**config.mk**
```make
export PLATFORM = sky130hd
export DESIGN_NAME = byteLaneFormat
export DESIGN_NICKNAME = d
export VERILOG_FILES = /design/src/busPkg.sv /design/src/byteLaneFormat.sv
export SDC_FILE = /design/constraint.sdc
export NUM_CORES = 1
export LEC_CHECK = 0
export BUFFER_PORTS_ARGS = -buffer_cell sky130_fd_sc_hd__buf_2
export CAP_MARGIN = 30
export CORE_AREA = 2 2 79 81
export DETAILED_ROUTE_END_ITERATION = 10
export DIE_AREA = 0 0 81 83
export GPL_ROUTABILITY_DRIVEN = 0
export PLACE_DENSITY = 0.71
export SLEW_MARGIN = 25
export SYNTH_ARGS = -nofsm -noshare
export SYNTH_HDL_FRONTEND = slang
export SYNTH_SLANG_ARGS = --single-unit
```
**constraint.sdc**
```tcl
create_clock -name vclk -period 1.9
set_clock_uncertainty 0.15 [all_clocks]
set_input_delay 0.19 -clock vclk [all_inputs]
set_output_delay 0.19 -clock vclk [all_outputs]
set_load 0.02 [all_outputs]
```
**src/busPkg.sv**
```systemverilog
// Bus widths, transfer codes and request/response structs shared by every block on the memory bus
`default_nettype none

package busPkg;

  localparam int busAddrW = 32;
  localparam int busDataW = 32;
  localparam int busLanes = busDataW / 8;

  // Transfer size as carried to the memory slave
  typedef enum logic [1:0] {
    sizeByte = 2'b00,
    sizeHalf = 2'b01,
    sizeWord = 2'b10
  } busSize_t;

  // Requesters that can own the bus
  typedef enum logic [1:0] {
    masterNone  = 2'b00,
    masterFetch = 2'b01,
    masterData  = 2'b10,
    masterWalk  = 2'b11
  } master_t;

  // Word-read request of the fetch and table-walk ports
  typedef struct packed {
    logic                valid;
    logic [busAddrW-1:0] addr;
  } readReq_t;

  // Data-port request, byte mask still unresolved
  typedef struct packed {
    logic                valid;
    logic                write;
    logic [busLanes-1:0] mask;
    logic [busAddrW-1:0] addr;
    logic [busDataW-1:0] wdata;
  } dataReq_t;

  // Request as seen by the memory slave
  typedef struct packed {
    logic                valid;
    logic                write;
    busSize_t            size;
    logic [busAddrW-1:0] addr;
    logic [busDataW-1:0] wdata;
  } busReq_t;

  typedef struct packed {
    logic                ready;
    logic [busDataW-1:0] rdata;
  } busRsp_t;

endpackage

`default_nettype wire

```
**src/byteLaneFormat.sv**
```systemverilog
// Data-port lane formatter, turns byte masks into sized bus transfers and aligns read data
`timescale 1ns/1ps
`default_nettype none

module byteLaneFormat import busPkg::*; (
  input  dataReq_t dataReq,
  input  busRsp_t  memRsp,
  output busReq_t  busReq,
  output busRsp_t  dataRsp
);

  busSize_t            size;
  logic [1:0]          offset;
  logic [busDataW-1:0] readShifted;

  // Mask decode, anything irregular is treated as a full word
  always_comb
  begin
    size   = sizeWord;
    offset = 2'b00;
    case (dataReq.mask)
      4'b0001: begin size = sizeByte; offset = 2'd0; end
      4'b0010: begin size = sizeByte; offset = 2'd1; end
      4'b0100: begin size = sizeByte; offset = 2'd2; end
      4'b1000: begin size = sizeByte; offset = 2'd3; end
      4'b0011: begin size = sizeHalf; offset = 2'd0; end
      4'b1100: begin size = sizeHalf; offset = 2'd2; end
      default: begin size = sizeWord; offset = 2'd0; end
    endcase
  end

  // Low bytes of write data moved up into their lanes
  always_comb
  begin
    busReq.valid = dataReq.valid;
    busReq.write = dataReq.write;
    busReq.size  = size;
    busReq.addr  = {dataReq.addr[busAddrW-1:2], offset};
    busReq.wdata = dataReq.wdata << {offset, 3'b000};
  end

  // Selected lanes brought down to bit 0, upper bits zeroed
  always_comb
  begin
    readShifted   = memRsp.rdata >> {offset, 3'b000};
    dataRsp.ready = memRsp.ready;
    case (size)
      sizeByte: dataRsp.rdata = {{(busDataW - 8){1'b0}}, readShifted[7:0]};
      sizeHalf: dataRsp.rdata = {{(busDataW - 16){1'b0}}, readShifted[15:0]};
      default:  dataRsp.rdata = readShifted;
    endcase
  end

endmodule

`default_nettype wire

```
# Word-level counts from Yosys, hierarchy flattened
# Cells that the tools add are included.
[word_totals]
regBits = 0
word_cells = 16
inputBits = 103
output_inout_bits = 101
[op_classes]
reduce_logical = 4
eq_ne = 7
n_shift = 2
muxes = 3
[ops]
columns = ["operator", "count"]
rows = [
  ["one-hot mux 32 bit (2 select lines)", 1],
  ["<< shifter 32 x 5 -> 32 bit", 1],
  ["right shift 32 x 5 -> 32 bit", 1],
  ["equality test 4 x 2 -> 1 bit, second input constant", 2],
  ["equality test 4 bit, second input constant", 2],
  ["one-hot mux 2 bit (3 select lines)", 1],
  ["equality test 4 x 1 -> 1 bit, second input constant", 1],
  ["equality test 4 x 3 -> 1 bit, second input constant", 1],
  ["one-hot mux 2 bit (2 select lines)", 1],
  ["OR reduction 2 bit", 2],
  ["OR reduction 4 bit", 1],
  ["equality test 2 x 1 -> 1 bit, second input constant", 1],
  ["zero test 2 bit", 1],
]

# Logic depth before layout (Yosys ltp)
[logic_depth]
depth_word = 5
ltp_mapped = 8
ltp_nobuf = 5

# Worst setup path after synthesis
# Ideal clock, no wire load.
[synth_timing]
path_type = "input-to-output"
from = "input dataReq[64] in the netlist's numbering"
to = "output busReq[16] in the netlist's numbering"
path_slack_ps = 139
n_path_buf = 2
t_arrival_ps = 1421
path_stages = 5
required_ps = 1560
path_cell_list = "buf_2 -> nor3_4 -> buf_4 -> mux2i_1 -> o21ai_0"
[synth_lines]
columns = ["item", "line", "source"]
rows = [
  ["start, declared", "byteLaneFormat.sv:6", "input dataReq_t dataReq,"],
  ["end, declared", "byteLaneFormat.sv:8", "output busReq_t busReq,"],
]

==> load_flow_metrics.sql <==
INSERT INTO impl_metrics (metric_group, metric, value, unit) VALUES
('status', 'run_status', 'finished clean', ''),
('drt', 'post-route-drc-count', '0', ''),
('finish', 'register_area', '0', 'µm²'),
('global_route', 'grt_pass1_wl', '7460', 'µm'),
('yosys', 'distinct_cell_type_count_of_the_synthesized_netlist', '23', ''),
('placement', 'io_buffers', '136', ''),
('worst_setup_path', 'endpoint_kind', 'primary output', ''),
('finish', 'total_area_of_multi_input_combinational_cells', '1120', 'µm²'),
('floorplan', 'core_footprint', '5820', 'µm²'),
('timing', 'whs', '0.230', 'ns'),
('worst_setup_path', 'cp-start-kind', 'input port', ''),
('floorplan', 'std_cell_rows', '28', ''),
('finish', 'ratio_of_cells_with_drive_above_1_in_the_final_layout', '0.582', ''),
('timing', 'worst-slew-pin-transition', '0.632', 'ns'),
('timing', 'grt_setup_unrepaired', 'true', ''),
('worst_setup_path', 'cp_common_cell', 'sky130_fd_sc_hd__buf_2', ''),
('drt', 'drt_iter0_markers', '32', ''),
('yosys', 'sequential_share_of_the_synthesized_area', '0', ''),
('pwr', 'power_density', '339', 'nW/µm²'),
('yosys', 'netlist_instances', '203', ''),
('timing', 'final_max_slew_viol_count', '0', ''),
('pwr', 'leakage', '1.14', 'nW'),
('floorplan', 'number_of_top_level_pins', '204', ''),
('worst_setup_path', 'criticalPathCategory', 'in2out', ''),
('yosys', 'synth_largest_type_area_fraction', '0.337', ''),
('run', 'max_cap_violations', '0', ''),
('global_route', 'globalRoute.totalOverflow', '0', ''),
('worst_setup_path', 'critPathMaxFanout', '14', ''),
('finish', 'clock_buffers', '0', ''),
('worst_setup_path', 'cp_slowest_stage_delay', '0.26', 'ns'),
('timing', 'final.min_clock_period', '1.88', 'ns'),
('worst_setup_path', 'crit_chain', 'buf_2, buf_4, nor3_4, buf_6, buf_12, mux2i_2, mux2i_1, buf_2', ''),
('yosys', 'synth.yosys.warnings', '0', ''),
('global_route', 'pin_count_of_the_biggest_net_entering_global_routing', '33', ''),
('min_path', 'hold_path.class', 'in2out', ''),
('finish', 'finish.net_count', '411', ''),
('yosys', 'yosysTopAreaCell', 'sky130_fd_sc_hd__mux2i_1', ''),
('floorplan', 'design.die.area', '6720', 'µm²'),
('finish', 'antenna-diode-count', '0', ''),
('floorplan', 'initial_core_utilization', '0.245', ''),
('timing', 'timing.final.crit_share', '0.991', ''),
('min_path', 'min_delay_worst_endpoint', 'busReq[55]', ''),
('timing', 'fmax', '531', 'MHz'),
('global_route', 'grt_usage', '0.135', ''),
('min_path', 'worstHoldStart', 'dataReq[55]', ''),
('yosys', 'netlist_top_cells_count', 'sky130_fd_sc_hd__mux2i_1 (48), sky130_fd_sc_hd__nand2_1 (41), sky130_fd_sc_hd__buf_4 (36)', ''),
('drt', 'finalWirelength', '5500', 'µm'),
('drt', 'drt-vias-per-instance', '4.65', ''),
('timing', 'setup_tns', '0', 'ns'),
('floorplan', 'die_h', '83', 'µm'),
('min_path', 'number_of_cells_on_the_worst_hold_path', '0', ''),
('drt', 'routed-via-count', '1773', ''),
('timing', 'report.final.setup_viol', '0', ''),
('drt', 'drt-wirelength-per-cell', '14.4', 'µm'),
('pwr', 'maximum_vdd_drop', '136', 'µV'),
('worst_setup_path', 'cpMaxStageDelayCell', 'sky130_fd_sc_hd__mux2i_2', ''),
('yosys', 'synth_fp_nets', '306', ''),
('floorplan', 'die_w', '81', 'µm'),
('yosys', 'synth.most_common_cell', 'sky130_fd_sc_hd__mux2i_1', ''),
('drt', 'post_route_antenna_net_violation_count', '0', ''),
('finish', 'sequential_cells', '0', ''),
('timing', 'hold_violations', '0', ''),
('yosys', 'synth.cell_area', '1430', 'µm²'),
('worst_setup_path', 'critPathTopFamily', 'buffers and inverters', ''),
('finish', 'final.fill_count', '624', ''),
('yosys', 'synth_area_leaders', 'sky130_fd_sc_hd__mux2i_1 (34%), sky130_fd_sc_hd__buf_4 (19%), sky130_fd_sc_hd__nand2_1 (11%)', ''),
('global_route', 'grt_antenna_before_repair', '0', ''),
('yosys', 'syn_avg_cell_area', '7.03', 'µm²'),
('worst_setup_path', 'critical_path_arrival', '1.54', 'ns'),
('worst_setup_path', 'cp_data_required_time', '1.56', 'ns'),
('finish', 'synth_to_final_area_change', '47.6', '%'),
('drt', 'detailedRoute.firstPassIterationCount', '4', ''),
('timing', 'max-slew-margin-rel', '0.577', ''),
('placement', 'dpl.hpwl', '4100', 'µm'),
('global_route', 'vias_in_the_first_global_route', '1612', ''),
('worst_setup_path', 'worstPathBufferInverterCount', '5', '');
==> cell usage in the layout (no fill, tap or decap), drive strengths merged <==
master and count:
buf 149, mux2i 48, nand2 41, a21oi 16
nor2 11, o21ai 10, and2 9, nor2b 8
xor2 2, clkbuf 2, nor3 2, xnor2 1
or3 1, clkinv 1, or2 1, inv 1
a32o 1, o22ai 1, nor4b 1
==> logic make-up (layout without fill, tap and decap cells) <==
family	after synthesis	in the layout	share of synthesized area
and+or+nand+nor	74	74	0.247
buffers and inverters	50	153	0.266
AOI/OAI and AO/OA	28	28	0.131
muxes	48	48	0.337
xor gates and xnor gates	3	3	0.0184
==> what timing repair did <==
| action | CTS | global route |
|---|---|---|
| gates resized for setup | 5 | 16 |
| setup endpoints to repair | 13 | 47 |
| gates cloned | 0 | 2 |
| pin swaps | 0 | 1 |
| setup buffers | 0 | 3 |
| hold buffers | 0 | 0 |
==> worst max-delay path by stage <==
stage / to / slack [ns] / start / depth (start not counted)
floorplan: busReq[16] / 0.14 / dataReq[64] / 5
global placement: dataRsp[11] / -0.03 / dataReq[64] / 6
detailed placement: dataRsp[11] / -0.06 / dataReq[65] / 6
CTS: busReq[23] / -0.01 / dataReq[64] / 7
global route: dataRsp[2] / -0.04 / dataReq[65] / 8
finish: dataRsp[2] / 0.02 / dataReq[65] / 8
==> per-layer routing <==
| metal | vias up | GRT usage | share of wire |
|---|---|---|---|
| met3 | 10 | 0.0185 | 0.083 |
| met4 | 0 | 0.0154 | 0.016 |
| met2 | 106 | 0.287 | 0.54 |
| met5 | - | 0 | 0 |
| li1 | 860 | - | - |
| met1 | 797 | 0.133 | 0.36 |
==> stage by stage <==
step	setup slack [ns]	area (µm²)	cells	utilization	power (mW)
floorplan	0.139	1430	203	-	0.520
global placement	-0.0315	1940	376	0.333	0.658
detailed placement	-0.0597	1940	376	0.333	0.666
CTS	-0.0110	1970	376	0.338	0.677
global route	-0.0440	2110	381	0.362	0.767
finish	0.0177	2110	381	0.362	0.715
==> cell type report <==
type                            instances  share of cell area
Timing Repair Buffer                  151               0.413
Tap cell                               75              0.0445
Multi-Input combinational cell        153               0.533
Inverter                                2             0.00950
==> power breakdown <==
part,switching (mW),internal [mW]
Clock,0,0
Combinational,0.423,0.292
Sequential,0,0
Total,0.423,0.292
No activity file was read; power rests on OpenSTA's default activity.
