## src/busPkg.sv

```systemverilog
// Bus widths, transfer codes and request/response structs shared by every block on the memory bus
`default_nettype none

package busPkg;

  localparam int busAddrW = 32;
  localparam int busDataW = 32;
  localparam int busLanes = busDataW / 8;

  // Transfer size as carried to the memory slave
  typedef enum logic [1:0] {
    sizeByte = 2'b00,
    sizeHalf = 2'b01,
    sizeWord = 2'b10
  } busSize_t;

  // Requesters that can own the bus
  typedef enum logic [1:0] {
    masterNone  = 2'b00,
    masterFetch = 2'b01,
    masterData  = 2'b10,
    masterWalk  = 2'b11
  } master_t;

  // Word-read request of the fetch and table-walk ports
  typedef struct packed {
    logic                valid;
    logic [busAddrW-1:0] addr;
  } readReq_t;

  // Data-port request, byte mask still unresolved
  typedef struct packed {
    logic                valid;
    logic                write;
    logic [busLanes-1:0] mask;
    logic [busAddrW-1:0] addr;
    logic [busDataW-1:0] wdata;
  } dataReq_t;

  // Request as seen by the memory slave
  typedef struct packed {
    logic                valid;
    logic                write;
    busSize_t            size;
    logic [busAddrW-1:0] addr;
    logic [busDataW-1:0] wdata;
  } busReq_t;

  typedef struct packed {
    logic                ready;
    logic [busDataW-1:0] rdata;
  } busRsp_t;

endpackage

`default_nettype wire

```

## src/busArbiter.sv

```systemverilog
// Fixed-priority owner of the shared bus, walk over data over fetch, one transfer at a time
`timescale 1ns/1ps
`default_nettype none

module busArbiter import busPkg::*; (
  input  logic     clk,
  input  logic     arstN,
  input  readReq_t fetchReq,
  input  readReq_t walkReq,
  input  busReq_t  dataBusReq,
  input  busRsp_t  memRsp,
  output busReq_t  memReq,
  output busRsp_t  fetchRsp,
  output busRsp_t  walkRsp,
  output busRsp_t  dataBusRsp
);

  master_t grant;
  master_t grantNext;
  busReq_t fetchBusReq;
  busReq_t walkBusReq;

  // Fetch and walk only ever read whole words
  always_comb
  begin
    fetchBusReq.valid = fetchReq.valid;
    fetchBusReq.write = 1'b0;
    fetchBusReq.size  = sizeWord;
    fetchBusReq.addr  = fetchReq.addr;
    fetchBusReq.wdata = '0;

    walkBusReq.valid  = walkReq.valid;
    walkBusReq.write  = 1'b0;
    walkBusReq.size   = sizeWord;
    walkBusReq.addr   = walkReq.addr;
    walkBusReq.wdata  = '0;
  end

  // Pick a new owner only from idle; drop ownership on ready
  always_comb
  begin
    grantNext = grant;
    if (grant == masterNone)
    begin
      if (walkReq.valid)
        grantNext = masterWalk;
      else if (dataBusReq.valid)
        grantNext = masterData;
      else if (fetchReq.valid)
        grantNext = masterFetch;
    end
    else if (memRsp.ready)
    begin
      grantNext = masterNone;
    end
  end

  always_ff @(posedge clk or negedge arstN)
  begin
    if (!arstN)
      grant <= masterNone;
    else
      grant <= grantNext;
  end

  // Owner's request goes to the memory, nothing while idle
  always_comb
  begin
    case (grant)
      masterFetch: memReq = fetchBusReq;
      masterData:  memReq = dataBusReq;
      masterWalk:  memReq = walkBusReq;
      default:     memReq = '0;
    endcase
  end

  // Read data fans out to all ports, ready only to the owner
  always_comb
  begin
    fetchRsp.rdata   = memRsp.rdata;
    walkRsp.rdata    = memRsp.rdata;
    dataBusRsp.rdata = memRsp.rdata;

    fetchRsp.ready   = memRsp.ready && (grant == masterFetch);
    walkRsp.ready    = memRsp.ready && (grant == masterWalk);
    dataBusRsp.ready = memRsp.ready && (grant == masterData);
  end

endmodule

`default_nettype wire

```

## config.mk

```make
export PLATFORM = sky130hd
export DESIGN_NAME = busArbiter
export DESIGN_NICKNAME = d
export VERILOG_FILES = /design/src/busPkg.sv /design/src/busArbiter.sv
export SDC_FILE = /design/constraint.sdc
export NUM_CORES = 1
export LEC_CHECK = 0
export BUFFER_PORTS_ARGS = -buffer_cell sky130_fd_sc_hd__buf_2
export CAP_MARGIN = 5
export CORE_AREA = 2 2 131 133
export CTS_BUF_LIST = sky130_fd_sc_hd__clkbuf_4 sky130_fd_sc_hd__clkbuf_8
export CTS_CLUSTER_DIAMETER = 30
export DETAILED_ROUTE_END_ITERATION = 10
export DIE_AREA = 0 0 133 135
export GPL_ROUTABILITY_DRIVEN = 0
export GPL_TIMING_DRIVEN = 0
export PLACE_DENSITY_LB_ADDON = 0.15
export SYNTH_ARGS = -nofsm -noshare
export SYNTH_HDL_FRONTEND = slang
export SYNTH_SLANG_ARGS = --single-unit
export TNS_END_PERCENT = 50
```

## constraint.sdc

```tcl
create_clock -name clk -period 1.25 [get_ports clk]
set_input_delay 0.0625 -clock clk [delete_from_list [all_inputs] [get_ports clk]]
set_output_delay 0.0625 -clock clk [all_outputs]
set_load 0.02 [all_outputs]
```

Word level (Yosys, flattened, before mapping)

Index checks and enable logic that the tools add are counted.

Equality and inequality tests: 4
Mux-type cells: 6
Reduce and logical (&&, ||, !) cells: 6

Operators with widths:

| kind                                                            | number |
|---|---|
| 68-bit one-hot mux with 3 select lines                          | 1 |
| 2-bit two-way mux                                               | 5 |
| 2-bit == test, second input constant                            | 2 |
| 4-bit != test, second input constant                            | 1 |
| 1-bit logical AND                                               | 3 |
| 2-bit by 1-bit == test with 1-bit output, second input constant | 1 |
| 2-bit logical NOT                                               | 1 |
| 2-bit AND reduction                                             | 1 |
| 2-bit nonzero test                                              | 1 |

Bits in registers: 2
Input port bits: 169

Longest topological paths before layout

Word-level depth: 4
Mapped depth: 4
Mapped depth without buffers: 3

Worst setup path after synthesis

No wires, ideal clock.

Kind: register -> output
Start point: reg grant[1]
End point: out memReq[33] (netlist name)
Arrival time: 1199 ps
Data required time: 1188 ps
Setup slack: -11 ps
Stages on the path, launching flop included: 5
Buffers on the path: 2
Cell sequence: dfrtp_1 buf_6 buf_6 mux2_4 a22o_1

RTL lines:

| item                   | line             | RTL |
|---|---|---|
| start, declared        | busArbiter.sv:18 | `master_t grant;` |
| start signal, assigned | busArbiter.sv:61 | `grant <= masterNone;` |
| start signal, assigned | busArbiter.sv:63 | `grant <= grantNext;` |
| end, declared          | busArbiter.sv:12 | `output busReq_t memReq,` |

==> flow_metrics.py <==
metrics = {
    "detailed_routing": {
        "dr.pass1.iters": 4,
        "drt_iter0_drc": 27,
        "avgRoutedWirePerCell_um": 12.1,
        "vias": 2663,
        "final_antenna_net_count": 0,
        "drc": 0,
        "vias_per_cell": 3.49,
        "wl_um": 9240,
    },
    "floorplanning": {
        "fp.coreArea_sq_um": 16400,
        "rows": 47,
        "dieArea_sq_um": 18000,
        "start_util_pct": 11.4,
        "die_y_um": 135,
        "io_pins": 336,
        "die_x_um": 133,
    },
    "logic_synthesis": {
        "synth.distinct_cells": 21,
        "ys_seq_area_share_pct": 2.68,
        "synthCells": 225,
        "synthesis.area_sq_um": 1870,
        "syn_avg_cell_area_sq_um": 8.31,
        "yosysWarnings": 0,
        "syn_nets": 394,
        "yosys_register_bits": 2,
    },
    "sta": {
        "max_freq_mhz": 607,
        "holdWs_ns": 0.132,
        "finalSetupTns_ns": -18.87,
        "setup_viol": 71,
        "fin_skew_ns": 0.00105,
        "fin_crit_ns": 1.65,
        "max_slew_margin_pct": 78.2,
        "setup_slack_ns": -0.397,
        "report.final.slew_viol_count": 0,
        "rsz0062_at_grt": "true",
        "min_period_over_period_pct": 132,
        "worstMarginPinSlew_ns": 0.327,
        "hold_viol_final": 0,
    },
    "worst_setup_path": {
        "crit_type": "register to output port",
        "worstPathArrival_ns": 1.58,
        "r2r_end": "grant[0]$_DFFE_PN0P_",
        "cp_cell_sequence": "buf_12 > clkbuf_16 > mux2_4 > a22o_4 > buf_6",
        "reg2regPathDepth": 4,
        "crit_buf_inv": 3,
        "rrSetupSlack_ns": 0.07,
        "rr_startpoint": "grant[1]$_DFFE_PN0P_",
        "cp-start-kind": "register",
        "cp-end-kind": "output port",
        "cp_max_fo": 5,
        "required_ns": 1.19,
        "cp_top_family": "buffers and inverters",
        "critPathMaxStageDelay_ns": 0.42,
        "cp_slowest_cell": "dfrtp_2",
    },
    "status": {
        "violations": "negative setup slack",
        "status": "complete, but fails checks",
    },
    "clocking": {
        "cts_buffers": 3,
        "clk_latency_ns": 0.21,
        "htree_num_levels": 1,
        "clkTransAtPathRegs_ns": 0.03,
        "clk_path_buf_depth": 2,
        "cts_root_buffer": "clkbuf_8",
        "tritoncts": "done",
        "clock-sinks": 2,
    },
    "run": {
        "drv_cap": 0,
    },
    "power_and_ir_drop": {
        "powerDensity_nw_per_um2": 1850,
        "ir_worst_vdd_uv": 695,
        "p_clk_share_pct": 3.0,
        "power.leakage_nw": 2.56,
        "power_frac_comb_pct": 95.1,
        "internal-power_mw": 4.58,
        "switchingPower_mw": 3.69,
        "p_total_mw": 8.27,
        "swShare_pct": 44.6,
        "p_seq_share_pct": 1.8,
    },
    "finish": {
        "drive_gt1_share_pct": 92.1,
        "nNetsFinal": 714,
        "area_growth_syn_to_layout_pct": 139,
        "largest_register": "grant",
        "finalNonFillerCells": 763,
        "reg.largest.list": "grant x2",
        "diodes": 0,
        "largest_reg_flops": 2,
        "utilization_pct": 27.2,
    },
    "min_path": {
        "hp-class": "primary input to register",
        "worst_hold_path.num_cells": 2,
        "hold_start": "memRsp[32]",
        "hold_path_end": "grant[1]$_DFFE_PN0P_",
    },
    "global_route": {
        "grt_pass1_wl_um": 13200,
        "grt.total_usage_pct": 8.99,
        "grt-ovfl-total": 0,
        "grt_max_degree": 11,
        "first_global_vias": 2794,
        "antenna_found_initial": 0,
    },
    "place": {
        "numPortBuffers": 303,
        "place_inst": 748,
        "dp_hpwl_um": 7800,
    },
}
[cell usage after synthesis]
cell	n	area share, %
nor2_1	1	0.20
buf_6	3	1.8
a22o_1	33	15
clkbuf_1	3	0.60
a21o_1	1	0.40
mux2i_1	1	0.54
nand2b_1	1	0.33
dfrtp_1	2	2.7
nor2b_2	1	0.47
buf_2	6	1.6
o21bai_1	1	0.40
buf_4	97	39
and2_1	35	12
mux2_2	18	11
inv_1	1	0.20
o31ai_1	1	0.40
mux2_4	15	12
a21oi_1	1	0.27
and3_1	1	0.33
clkbuf_2	2	0.54
nand2_1	1	0.20
[kinds of logic after synthesis]
| family | after synthesis | share of synthesized area, % |
|---|---|---|
| simple gates | 40 | 13.3 |
| flops | 2 | 2.68 |
| compound gates | 37 | 16.9 |
| mux | 34 | 23.4 |
| buf+inv | 112 | 43.7 |
[worst register-to-register path: cells and delay by family (launching register included)]
| kind | cells | cell delay (ns) |
|---|---|---|
| buffers and inverters | 3 | 0.42 |
| DFF | 1 | 0.42 |
| AOI/OAI and AO/OA | 1 | 0.23 |
[final cells by class]
| class | count | area (sq um) |
|---|---|---|
| fillers | 1773 | 11900 |
| repair buffers | 317 | 2020 |
| multi-input cells | 111 | 1170 |
| plain buffers | 109 | 897 |
| well taps | 220 | 275 |
| flip-flops and latches | 2 | 52.6 |
| clock buffers | 3 | 41.3 |
| inverters | 1 | 3.75 |
[metrics by stage]
step                      cell area [sq um]  setup slack, ns
after detailed placement               3750           -0.352
after floorplan                        1960         -0.00398
final                                  4460           -0.397
after global placement                 3750           -0.400
after global routing                   4460           -0.430
after CTS                              4330           -0.396
[worst max-delay path by stage]
stage / start / end / slack (ns) / cells after the start
after floorplan: grant[1]$_DFFE_PN0P_ / memReq[33] / -0.004 / 4
after global placement: grant[0]$_DFFE_PN0P_ / memReq[21] / -0.40 / 5
after detailed placement: grant[0]$_DFFE_PN0P_ / memReq[21] / -0.35 / 5
after CTS: grant[1]$_DFFE_PN0P_ / memReq[32] / -0.40 / 4
after global routing: grant[1]$_DFFE_PN0P_ / memReq[46] / -0.43 / 5
final: grant[1]$_DFFE_PN0P_ / memReq[33] / -0.40 / 5
[timing repair]
action	CTS	global route
endpoints found under the setup margin	71	71
gates resized for setup	127	45
endpoints found under the hold margin	2	0
hold buffers	1	0
setup buffers	11	0
cloned	2	1
pin swaps	22	9
[per-layer routing]
metal / global-route usage, % / up-vias / wire length (um) / share of wire [%]
met5: 0 / - / 0 / 0
met1: 7.91 / 1165 / 2810 / 30
met4: 1.85 / 0 / 70 / 0.76
met2: 20.2 / 182 / 5440 / 59
met3: 1.88 / 6 / 915 / 9.9
li1: - / 1310 / - / -
[power by group through the flow]
stage / logic, mW / clock network, mW / registers [mW]
final: 7.87 / 0.250 / 0.152
after global routing: 8.34 / 0.265 / 0.161
after floorplan: 4.10 / 0 / 0.120
after detailed placement: 5.87 / 0 / 0.125
after CTS: 7.50 / 0.258 / 0.141
after global placement: 5.87 / 0 / 0.127
[placed cells by master (no fill, tap or decap), drive strengths merged, types with 2 or more instances in the layout]
cell    Yosys  routed
and2       35      35
buf       106     422
dfrtp       2       2
clkbuf      5       6
a22o       33      33
mux2       33      33
Power figures use the tool's default switching activity.
